==> src/rtl/seq_config.svh <==
//----------------------------------------------------------------------------
// Sizing macros for the sequence number generator
// Number width, ring size and tail reclaim width
//----------------------------------------------------------------------------

`ifndef SEQ_CONFIG_SVH
`define SEQ_CONFIG_SVH

// Width of one sequence number, also the ring index width
`define SEQ_NUM_BITS 5

// Max entries the tail can step over per cycle, 1 up to ring size
`define RECLAIM_WIDTH 2

// Ring size
`define NUM_ENTRIES (1 << `SEQ_NUM_BITS)

`endif
==> src/rtl/seq_pkg.sv <==
//----------------------------------------------------------------------------
// Shared types for the sequence number generator
// Sequence number / ring index and per-entry mask
//----------------------------------------------------------------------------

`include "seq_config.svh"

package seq_pkg;

  //--------------------------------------------------------------------------
  // Sequence number
  //--------------------------------------------------------------------------
  // Doubles as ring index, all arithmetic wraps at the ring size
  typedef logic [`SEQ_NUM_BITS-1:0] seq_num_t;

  //--------------------------------------------------------------------------
  // Entry mask
  //--------------------------------------------------------------------------
  // One bit per ring entry
  // Used for the busy vector and for the squash mask
  typedef logic [`NUM_ENTRIES-1:0] entry_mask_t;

endpackage

==> src/rtl/seq_ring_if.sv <==
//----------------------------------------------------------------------------
// Ring state bundle shared by the allocator, free list and reclaim logic
// Head and tail pointers, allocation fire, busy vector
//----------------------------------------------------------------------------

`timescale 1ns/1ps

interface seq_ring_if;

  // Next number to hand out
  seq_pkg::seq_num_t   head_ptr;
  // Oldest live number
  seq_pkg::seq_num_t   tail_ptr;
  // Allocation granted this cycle
  logic                alloc_fire;
  // Entry holds an in-flight instruction
  seq_pkg::entry_mask_t busy;

  // Allocator owns the head
  modport alloc (
    output head_ptr,
    output alloc_fire,
    input  tail_ptr
  );

  // Busy bits, set at the head on allocation
  modport free_list (
    output busy,
    input  head_ptr,
    input  alloc_fire
  );

  // Tail walks over freed entries
  modport reclaim (
    output tail_ptr,
    input  head_ptr,
    input  busy
  );

endinterface

==> src/rtl/seq_num_top.sv <==
//----------------------------------------------------------------------------
// Sequence number generator top level
// Allocator, free list, tail reclaim and age mask joined by the ring bundle
//----------------------------------------------------------------------------

`timescale 1ns/1ps

module seq_num_top (
  input  logic              clk,
  input  logic              rst,

  //--------------------------------------------------------------------------
  // Allocation, valid/ready
  //--------------------------------------------------------------------------
  output seq_pkg::seq_num_t alloc_seq_num,
  output logic              alloc_val,
  input  logic              alloc_rdy,

  //--------------------------------------------------------------------------
  // Commit, one pulse per number
  //--------------------------------------------------------------------------
  input  logic              commit_val,
  input  seq_pkg::seq_num_t commit_seq_num,

  //--------------------------------------------------------------------------
  // Squash, single-cycle pulse
  //--------------------------------------------------------------------------
  input  logic              squash_val,
  input  seq_pkg::seq_num_t squash_seq_num
);

  // Shared head, tail, grant and busy state
  seq_ring_if ring ();

  // Entries younger than the squash point
  seq_pkg::entry_mask_t squash_younger;

  // Head pointer and grant
  seq_num_alloc u_alloc (
    .clk            (clk),
    .rst            (rst),
    .ring           (ring.alloc),
    .alloc_seq_num  (alloc_seq_num),
    .alloc_val      (alloc_val),
    .alloc_rdy      (alloc_rdy),
    .squash_val     (squash_val),
    .squash_seq_num (squash_seq_num)
  );

  // Age order only needs the tail
  seq_age u_age (
    .tail_ptr       (ring.tail_ptr),
    .squash_seq_num (squash_seq_num),
    .younger        (squash_younger)
  );

  // Busy bits
  seq_free_list u_free_list (
    .clk            (clk),
    .rst            (rst),
    .ring           (ring.free_list),
    .commit_val     (commit_val),
    .commit_seq_num (commit_seq_num),
    .squash_val     (squash_val),
    .younger        (squash_younger)
  );

  // Tail pointer
  seq_reclaim u_reclaim (
    .clk  (clk),
    .rst  (rst),
    .ring (ring.reclaim)
  );

endmodule

==> src/rtl/seq_num_alloc.sv <==
//----------------------------------------------------------------------------
// Allocator
// Head pointer, full check, valid/ready grant and squash redirect
//----------------------------------------------------------------------------

`timescale 1ns/1ps

module seq_num_alloc (
  input  logic              clk,
  input  logic              rst,
  seq_ring_if.alloc         ring,
  output seq_pkg::seq_num_t alloc_seq_num,
  output logic              alloc_val,
  input  logic              alloc_rdy,
  input  logic              squash_val,
  input  seq_pkg::seq_num_t squash_seq_num
);

  seq_pkg::seq_num_t head_q;
  seq_pkg::seq_num_t head_next;
  seq_pkg::seq_num_t head_inc;
  seq_pkg::seq_num_t redirect;

  //--------------------------------------------------------------------------
  // Full check and grant
  //--------------------------------------------------------------------------
  // One slot kept empty between head and tail
  assign head_inc   = ring.head_ptr + 1'b1;
  assign alloc_val  = head_inc != ring.tail_ptr;

  // Same-cycle grant
  assign ring.alloc_fire = alloc_val & alloc_rdy;

  // Squash restarts numbering just after the squashing instruction
  assign redirect      = squash_seq_num + 1'b1;
  assign alloc_seq_num = squash_val ? redirect : ring.head_ptr;

  //--------------------------------------------------------------------------
  // Head register
  //--------------------------------------------------------------------------
  always_comb begin
    head_next = head_q;
    if (squash_val) begin
      head_next = redirect;
    end
    // Grant on top of the redirect
    if (ring.alloc_fire) begin
      head_next = head_next + 1'b1;
    end
  end

  always_ff @(posedge clk) begin
    if (rst) begin
      head_q <= '0;
    end else begin
      head_q <= head_next;
    end
  end

  assign ring.head_ptr = head_q;

endmodule

==> src/rtl/seq_reclaim.sv <==
//----------------------------------------------------------------------------
// Tail reclaim
// Tail pointer register advancing over freed entries at the oldest end
//----------------------------------------------------------------------------

`timescale 1ns/1ps

`include "seq_config.svh"

module seq_reclaim (
  input  logic       clk,
  input  logic       rst,
  seq_ring_if.reclaim ring
);

  seq_pkg::seq_num_t         tail_q;
  seq_pkg::seq_num_t         live_cnt;
  seq_pkg::seq_num_t         tail_incr;
  logic [`RECLAIM_WIDTH-1:0] reclaim_valid;

  //--------------------------------------------------------------------------
  // Live window
  //--------------------------------------------------------------------------
  // Entries tail .. head-1 are live; never step past the head
  assign live_cnt = ring.head_ptr - ring.tail_ptr;

  //--------------------------------------------------------------------------
  // Chained valid vector
  //--------------------------------------------------------------------------
  // Bit i set only when entries tail .. tail+i are all live and free
  always_comb begin : valid_chain
    logic              run;
    seq_pkg::seq_num_t idx;

    run = 1'b1;
    for (int i = 0; i < `RECLAIM_WIDTH; i++) begin
      // Index wraps around the ring
      idx = ring.tail_ptr + seq_pkg::seq_num_t'(i);
      run = run & ~ring.busy[idx] & (seq_pkg::seq_num_t'(i) < live_cnt);
      reclaim_valid[i] = run;
    end
  end

  //--------------------------------------------------------------------------
  // Longest prefix
  //--------------------------------------------------------------------------
  // Vector is a thermometer code, so the last set bit gives the length
  always_comb begin
    tail_incr = '0;
    for (int i = 0; i < `RECLAIM_WIDTH; i++) begin
      if (reclaim_valid[i]) begin
        tail_incr = seq_pkg::seq_num_t'(i + 1);
      end
    end
  end

  //--------------------------------------------------------------------------
  // Tail register
  //--------------------------------------------------------------------------
  always_ff @(posedge clk) begin
    if (rst) begin
      tail_q <= '0;
    end else begin
      tail_q <= tail_q + tail_incr;
    end
  end

  assign ring.tail_ptr = tail_q;

endmodule

==> src/rtl/seq_free_list.sv <==
//----------------------------------------------------------------------------
// Free list
// Per-entry busy bits, set on allocation, cleared on commit and squash
//----------------------------------------------------------------------------

`timescale 1ns/1ps

module seq_free_list (
  input  logic                 clk,
  input  logic                 rst,
  seq_ring_if.free_list        ring,
  input  logic                 commit_val,
  input  seq_pkg::seq_num_t    commit_seq_num,
  input  logic                 squash_val,
  input  seq_pkg::entry_mask_t younger
);

  seq_pkg::entry_mask_t busy_q;
  seq_pkg::entry_mask_t busy_next;

  //--------------------------------------------------------------------------
  // Next-state
  //--------------------------------------------------------------------------
  // Later updates override earlier ones, so clearing wins over allocation
  always_comb begin
    busy_next = busy_q;

    // Allocation marks the head entry
    if (ring.alloc_fire) begin
      busy_next[ring.head_ptr] = 1'b1;
    end

    // Commit frees one entry, any order
    if (commit_val) begin
      busy_next[commit_seq_num] = 1'b0;
    end

    // Squash frees everything younger than the squash point
    if (squash_val) begin
      busy_next = busy_next & ~younger;
    end
  end

  //--------------------------------------------------------------------------
  // Busy register
  //--------------------------------------------------------------------------
  always_ff @(posedge clk) begin
    if (rst) begin
      busy_q <= '0;
    end else begin
      busy_q <= busy_next;
    end
  end

  assign ring.busy = busy_q;

endmodule

==> src/rtl/seq_age.sv <==
//----------------------------------------------------------------------------
// Age comparator
// Mask of ring entries younger than a squash point, measured from the tail
//----------------------------------------------------------------------------

`timescale 1ns/1ps

`include "seq_config.svh"

module seq_age (
  input  seq_pkg::seq_num_t    tail_ptr,
  input  seq_pkg::seq_num_t    squash_seq_num,
  output seq_pkg::entry_mask_t younger
);

  //--------------------------------------------------------------------------
  // Squash point distance
  //--------------------------------------------------------------------------
  // Tail is the oldest live entry, so distance from it gives age order
  seq_pkg::seq_num_t squash_dist;

  assign squash_dist = squash_seq_num - tail_ptr;

  //--------------------------------------------------------------------------
  // Per-entry compare
  //--------------------------------------------------------------------------
  // Same compare replicated for every index in parallel
  for (genvar e = 0; e < `NUM_ENTRIES; e++) begin : g_entry
    seq_pkg::seq_num_t entry_dist;

    // Wraps modulo ring size
    assign entry_dist = seq_pkg::seq_num_t'(e) - tail_ptr;

    // Strictly younger only, the squash point itself stays live
    assign younger[e] = entry_dist > squash_dist;
  end

endmodule

==> config.mk <==
export PLATFORM = sky130hd
export DESIGN_NAME = seq_num_top
export DESIGN_NICKNAME = d
export VERILOG_FILES = /design/src/rtl/seq_pkg.sv /design/src/rtl/seq_ring_if.sv /design/src/rtl/seq_num_top.sv /design/src/rtl/seq_num_alloc.sv /design/src/rtl/seq_reclaim.sv /design/src/rtl/seq_free_list.sv /design/src/rtl/seq_age.sv
export VERILOG_INCLUDE_DIRS = /design/src /design/src/rtl
export SDC_FILE = /design/constraint.sdc
export NUM_CORES = 1
export LEC_CHECK = 0
export ABC_AREA = 0
export BUFFER_PORTS_ARGS = -buffer_cell sky130_fd_sc_hd__clkbuf_2
export CAP_MARGIN = 5
export CORE_MARGIN = 5
export CORE_UTILIZATION = 30
export DETAILED_ROUTE_END_ITERATION = 10
export PLACE_DENSITY_LB_ADDON = 0.05
export REMOVE_ABC_BUFFERS = 1
export SYNTH_ARGS = -nofsm -noshare
export SYNTH_HDL_FRONTEND = slang
export SYNTH_SLANG_ARGS = --single-unit
==> constraint.sdc <==
create_clock -name clk -period 4.02 [get_ports clk]
set_input_delay 0.603 -clock clk [delete_from_list [all_inputs] [get_ports clk]]
set_output_delay 0.603 -clock clk [all_outputs]
set_load 0.02 [all_outputs]
* Yosys cells after proc, flatten, opt, wreduce, memory -nomap -nowiden
Index checks and enable logic that the tools add are counted.
** Word-level totals
- Register bits :: 42
- Bits of input ports :: 15
- Output and inout port bits :: 6
- Logic and storage cells :: 111
** Operators by class
- $add $sub $neg :: 39
- Order comparisons :: 40
- Equal/unequal tests :: 1
- Mux-type cells :: 15
- Bitwise logic cells :: 11
- Reduce and logical (&&, ||, !) cells :: 2
** Operator list (count)
- greater-than comparator 5 bit :: 32
- two-way mux 32 bit :: 3
- subtractor 5 bit (first input constant) :: 16
- AND 32 bit :: 2
- inverter 32 bit :: 2
- subtractor 4 x 5 -> 5 bit (first input constant) :: 8
- bitwise OR 32 bit :: 1
- < comparator 5 x 6 -> 1 bit (second input constant) :: 4
- adder 5 x 1 -> 5 bit (second input constant) :: 4
- subtractor 3 x 5 -> 5 bit (first input constant) :: 4
- binary-select mux 1 bit (select 5 bit) :: 2
- demux 1 bit (select 5 bit) :: 2
- >= comparator 5 x 1 -> 1 bit (second input constant) :: 2
- < comparator 1 x 5 -> 1 bit (first input constant) :: 2
- two-way mux 5 bit :: 2
- subtractor 1 x 5 -> 5 bit (first input constant) :: 2
- subtractor 2 x 5 -> 5 bit (first input constant) :: 2
- subtractor 5 bit :: 2
- adder 5 x 2 -> 5 bit :: 1
- two-way mux 1 bit :: 5
- != test 5 bit :: 1
- AND 1 bit :: 4
- logical AND 1 bit :: 2
- two-way mux 2 bit :: 1
- inverter 1 bit :: 2

* Longest topological paths before layout
- Word-level depth :: 10
- Depth in mapped cells :: 17
- Gate-level depth less buffers :: 16

* By module
A second synthesis with hierarchy kept.
** Second synthesis, totals
- Cell total of the unflattened synthesis :: 597
- Area, all modules :: 5360.1 um^2
** By module, submodules not included
- seq_age :: times used 1, cells an instance 285, area each 2132.0 um^2, sequential area each 0.0 um^2
- seq_free_list :: times used 1, cells an instance 162, area each 1664.1 um^2, sequential area each 640.6 um^2
- seq_reclaim :: times used 1, cells an instance 91, area each 1063.5 um^2, sequential area each 100.1 um^2
- seq_num_alloc :: times used 1, cells an instance 59, area each 500.5 um^2, sequential area each 100.1 um^2

* Worst setup path after synthesis
No wires, ideal clock.
- Path type :: register -> register
- Start :: register u_reclaim.tail_q[1] (netlist: u_reclaim.ring.tail_ptr[1])
- End :: register u_free_list.busy_q[8] (netlist: u_free_list.ring.busy[8])
- Setup time :: 114 ps
- Data arrival time :: 3951 ps
- Required time :: 3906 ps
- Setup slack :: -45 ps
- Stages on the path, launching flop included :: 12
- Path buffers :: 1
- Clock period less this slack :: 4065 ps
- Cell sequence :: dfxtp_1 > buf_1 > inv_1 > fa_1 > a21o_1 > a21oi_1 > xnor2_1 > ha_1 > o21ai_0 > a31oi_1 > o21a_1 > a2111oi_0
** Between the ends
- Cells in the longest elaborated chain, start to end :: 7
- Elaborated cells on any way between the ends :: 11
- Classes of those cells :: add/sub: 2; order compare: 1; eq/ne: 1; mux: 3; bitwise: 4
** RTL lines
- start: declaration :: line seq_reclaim.sv:16 : seq_pkg::seq_num_t tail_q;
- start signal: assignment :: line seq_reclaim.sv:64 : tail_q <= tail_q + tail_incr;
- branches (longest 6 deep; another with subtractor 4 x 5 -> 5 bit)
- two-way mux 32 bit * :: line seq_free_list.sv:39 : if (squash_val) begin
- end signal: assignment :: line seq_free_list.sv:51 : busy_q <= busy_next;
- end: declaration :: line seq_free_list.sv:18 : seq_pkg::entry_mask_t busy_q;
Mark *: on every way between the ends.
A chain may end at the register's enable or synchronous reset.

* Final worst setup path
- Start :: register u_alloc.head_q[0] (netlist: u_alloc.ring.head_ptr[0])
- End :: register u_reclaim.tail_q[4] (netlist: u_reclaim.ring.tail_ptr[4])
** Between the ends
- Cells in the longest elaborated chain, start to end :: 7
- Elaborated cells on any way between the ends :: 9
- Classes of those cells :: add/sub: 2; order compare: 2; mux: 2; bitwise: 3
** RTL lines
- start: declaration :: line seq_num_alloc.sv:19 : seq_pkg::seq_num_t head_q;
- start signal: assignment :: line seq_num_alloc.sv:56 : head_q <= head_next;
- subtractor 5 bit * :: line seq_reclaim.sv:25 : assign live_cnt = ring.head_ptr - ring.tail_ptr;
- < comparator 1 x 5 -> 1 bit :: line seq_reclaim.sv:39 : run = run & ~ring.busy[idx] & (seq_pkg::seq_num_t'(i) < live_cnt);
- AND 1 bit (3 in a row) :: line seq_reclaim.sv:39
- two-way mux 2 bit * :: line seq_reclaim.sv:51 : if (reclaim_valid[i]) begin
- adder 5 x 2 -> 5 bit * :: line seq_reclaim.sv:64
Mark *: on every way between the ends. The rest lies on a longest branch, timed or not.

==> metrics.md <==
| Metric | Value |
|---|---|
| Status | `completed` |
| Routability cong. | `0.851` |
| Ant. Diodes | `0` |
| Crit path largest cell delay | `between 0.7 and 0.8 ns` |
| Crit path arrival time | `3.85 ns` |
| Post-DR wirelength/cell | `between 20 and 25 µm` |
| Post-synth cell types | `just under 60` |
| Synth Register Bits | `42` |
| Reg clk slew, reported paths | `approximately 0.07 ns` |
| Sinks on Clock Net | `between 40 and 50` |
| Initial core utilization | `between 30% and 40%` |
| Die area | `20600 µm²` |
| DRC viols | `0` |
| Register area share after synthesis | `roughly 16%` |
| Kind of critical path | `reg2reg` |
| Main synth FF type | `dfxtp_1` |
| RSZ-0062 raised after global routing | `false` |
| Number of synthesized flops with an enable pin | `0` |
| Residual overflow from global routing | `0` |
| Synthesized netlist cell count | `620` |
| VDD IR max | `430 µV` |
| Number of global-route vias before repair | `4995` |
| Initial antenna violation count | `0` |
| CTS-repair resized insts | `0` |
| Via/cell ratio | `5.82` |
| Asr flop ratio synth | `0%` |
| Hold bufs inserted after CTS | `0` |
| GRT Resource Usage Total | `between 10% and 20%` |
| Fillers | `1839` |
| Crit path time final | `roughly 3.7 ns` |
| ANT nets after route | `0` |
| CTS tree | `yes` |
| First-pass GRT wire length | `30.1 mm` |
| Critical path required time | `4.20 ns` |
| Max frequency | `272 MHz` |
| Hold worst-path end | `u_free_list.ring.busy[28]$_SDFF_PP0_` |
| Worst reg-to-reg setup slack | `about 0.35 ns` |
| Iter 0 DRT Violations | `between 400 and 500` |
| H-tree levels | `2` |
| Die H | `143 µm` |
| Part of the power in combinational logic | `slightly below 80%` |
| Max Clock Skew | `0.00634 ns` |
| Drt total wl | `between 15 and 20 mm` |
| Net switching power | `~2.3 mW` |
| Max_cap viols | `0` |
| Port bufs | `20` |
| Area grow syn2layout | `11.3%` |
| Pint | `2.12 mW` |
| Commonest non-fill, non-tap cell in the layout | `ha_1` |
| Slew Viols, Final | `0` |
| PnR worst setup slack | `0.347 ns` |
| Critical R2R Launch | `u_alloc.ring.head_ptr[0]$_SDFF_PP0_` |
| Core footprint | `17400 µm²` |
| Share of cells above drive strength 1 | `11.9%` |
| Final Hold Fails | `0` |
| Hold Path Stages | `2` |
| Clock network power share | `10.9%` |
| Synthesized area | `5350 µm²` |
| Setup crit start kind | `register` |
| Hold/Removal Path Class | `reg2reg` |
| Syn_area_per_cell | `8.62 µm²` |
| Clk buf depth | `2` |
| I/O Pins | `21` |
| DR pass1 iterations | `5` |
| Pwr Density | `737 nW/µm²` |
| Tightest Pin Transition | `1.04 ns` |
| Final core occ | `roughly 34%` |
| Row count | `48` |
| Crit-path slowest cell | `a2111oi_0` |
| Hold_sp | `u_free_list.ring.busy[28]$_SDFF_PP0_` |
| Commonest non-fill, non-tap cells in the layout | `ha_1, a31oi_1, inv_1` |
| Largest net degree at the start of global routing | `30` |
| Ys Warns | `0` |
| Total power | `4.39 mW` |
| Worst Reg-to-Reg Cells | `16` |
| CP top delay family | `compound AO/OA/AOI/OAI gates` |
| Slew Limit Headroom | `between 30% and 40%` |
| Final period util | `91.4%` |
| Post-CTS setup repair buffer count | `0` |
| DR vias | `5064` |
| Clock Latency Late Sink | `0.30 ns` |
| Final setup fails | `0` |
| CP Max Fanout | `5` |
| HPWL after DPL | `15.9 mm` |
| Most frequent CP cell | `inv_1` |
| Chip Width | `roughly 140 µm` |
| Root Driver | `clkbuf_16` |
| Capturing point of the worst reg2reg path | `u_reclaim.ring.tail_ptr[4]$_SDFF_PP0_` |
| Leakage power | `2.51 nW` |
| Critical Path End Type | `register` |
| CTS Buf Count | `5` |
| DP Worst Slack | `between 0.2 and 0.25 ns` |
| NumNets Final | `750` |
| Sequential share of power | `11.0%` |
| WP buf/inv | `3` |
| Switching Fraction | `around half` |
| Crit path cell chain | `inv_1 > ha_1 > inv_1 > fa_1 > a21o_1 > a21oi_1 > xor2_1 > a2111oi_0 > a31o_1 > nor2b_1 > ha_1 > inv_1 > fa_1 > nor2b_1 > xnor2_1 > nor2_1` |
-- per-layer routing --
metal | GRT usage, % | vias to the layer above | wire length (µm)
met1 | 28.1 | 2485 | 9660
li1 | - | 2388 | -
met5 | 0 | - | 0
met3 | 3.16 | 35 | 1170
met2 | 30.4 | 156 | 8570
met4 | 4.51 | 0 | 454
-- worst min-delay path: stages, from the launching register on --
cell	delay, ns
dfxtp_1	0.32
a31oi_1	0.14
nor3b_1	0.06
-- cells by family after synthesis --
| kind of cell | share of synthesized area [%] |
|---|---|
| mux | 8.17 |
| compound gates | 24.7 |
| fa+ha+maj | 21.7 |
| flops | 15.7 |
| buf+inv | 6.20 |
| simple gates | 15.7 |
| xor+xnor | 7.79 |
-- sequential cells by signal, summed over array words and instances, names as in the netlist --
| name | flops |
|---|---|
| u_free_list.ring.busy | 32 |
| u_alloc.ring.head_ptr | 5 |
| u_reclaim.ring.tail_ptr | 5 |
-- metrics by stage --
stage | hold WS (ns) | instances | instance area [µm²] | setup TNS, ns
5_1_grt | 0.574 | 870 | 5950 | 0
3_5_place_dp | 0.541 | 862 | 5780 | 0
2_1_floorplan | 0.512 | 592 | 5190 | -2.01
6_report | 0.559 | 870 | 5950 | 0
4_1_cts | 0.557 | 870 | 5950 | 0
3_3_place_gp | 0.542 | 862 | 5780 | 0
-- cell type report --
cell class                      instances  area [µm²]  area share [%]
Multi-Input combinational cell        502        4180            70.3
Sequential cell                        42         841            14.1
Timing Repair Buffer                   45         300            5.05
Tap cell                              225         282            4.73
Inverter                               48         180            3.03
Clock buffer                            5         125            2.10
Clock inverter                          3        40.0           0.673
-- synthesized netlist by cell type (all sizes together), types with 3 or more instances --
cell type  number  share of area (%)
dfxtp          42                 16
nand2          17                1.2
o21bai          5               0.70
nor4            7               0.82
ha             88                 21
nor2           42                2.9
nand4           3               0.35
xor2           15                2.9
xnor2          30                4.9
and2            6               0.75
inv            47                3.3
o211ai         12                1.7
a211oi          8                1.1
a21oi          16                1.7
buf            13                1.8
nor3b           9                1.3
nor3           10                1.0
and3            9                1.1
nand3b          4               0.56
nand3          21                2.0
o21ai          30                2.8
fa              3                1.1
a31oi          49                5.7
nor2b          14                1.6
nand2b         11                1.3
a31o            3               0.49
mux2i           5               0.94
clkbuf         15                1.1
mux4           16                7.2
a21o           19                2.7
a2111oi        21                4.0
o21a           14                2.0
-- power by group through the flow --
stage,clock network (mW),logic (mW),registers (mW)
after detailed placement,0,3.40,0.491
after floorplan,0,2.26,0.562
after global routing,0.502,3.82,0.488
final,0.479,3.42,0.484
after CTS,0.485,3.42,0.483
after global placement,0,3.33,0.490
-- worst max path at each step --
stage / start / end / slack [ns] / cells past startpoint
detailed placement: squash_seq_num[0] / u_free_list.ring.busy[6]$_SDFF_PP0_ / 0.24 / 13
CTS: u_alloc.ring.head_ptr[0]$_SDFF_PP0_ / u_reclaim.ring.tail_ptr[4]$_SDFF_PP0_ / 0.38 / 16
floorplan: u_reclaim.ring.tail_ptr[0]$_SDFF_PP0_ / u_free_list.ring.busy[8]$_SDFF_PP0_ / -0.15 / 11
global route: u_alloc.ring.head_ptr[0]$_SDFF_PP0_ / u_reclaim.ring.tail_ptr[4]$_SDFF_PP0_ / 0.09 / 16
finish: u_alloc.ring.head_ptr[0]$_SDFF_PP0_ / u_reclaim.ring.tail_ptr[4]$_SDFF_PP0_ / 0.35 / 16
global placement: squash_seq_num[0] / u_free_list.ring.busy[3]$_SDFF_PP0_ / 0.37 / 12
Note: power is estimated with default switching activity, not from simulation.
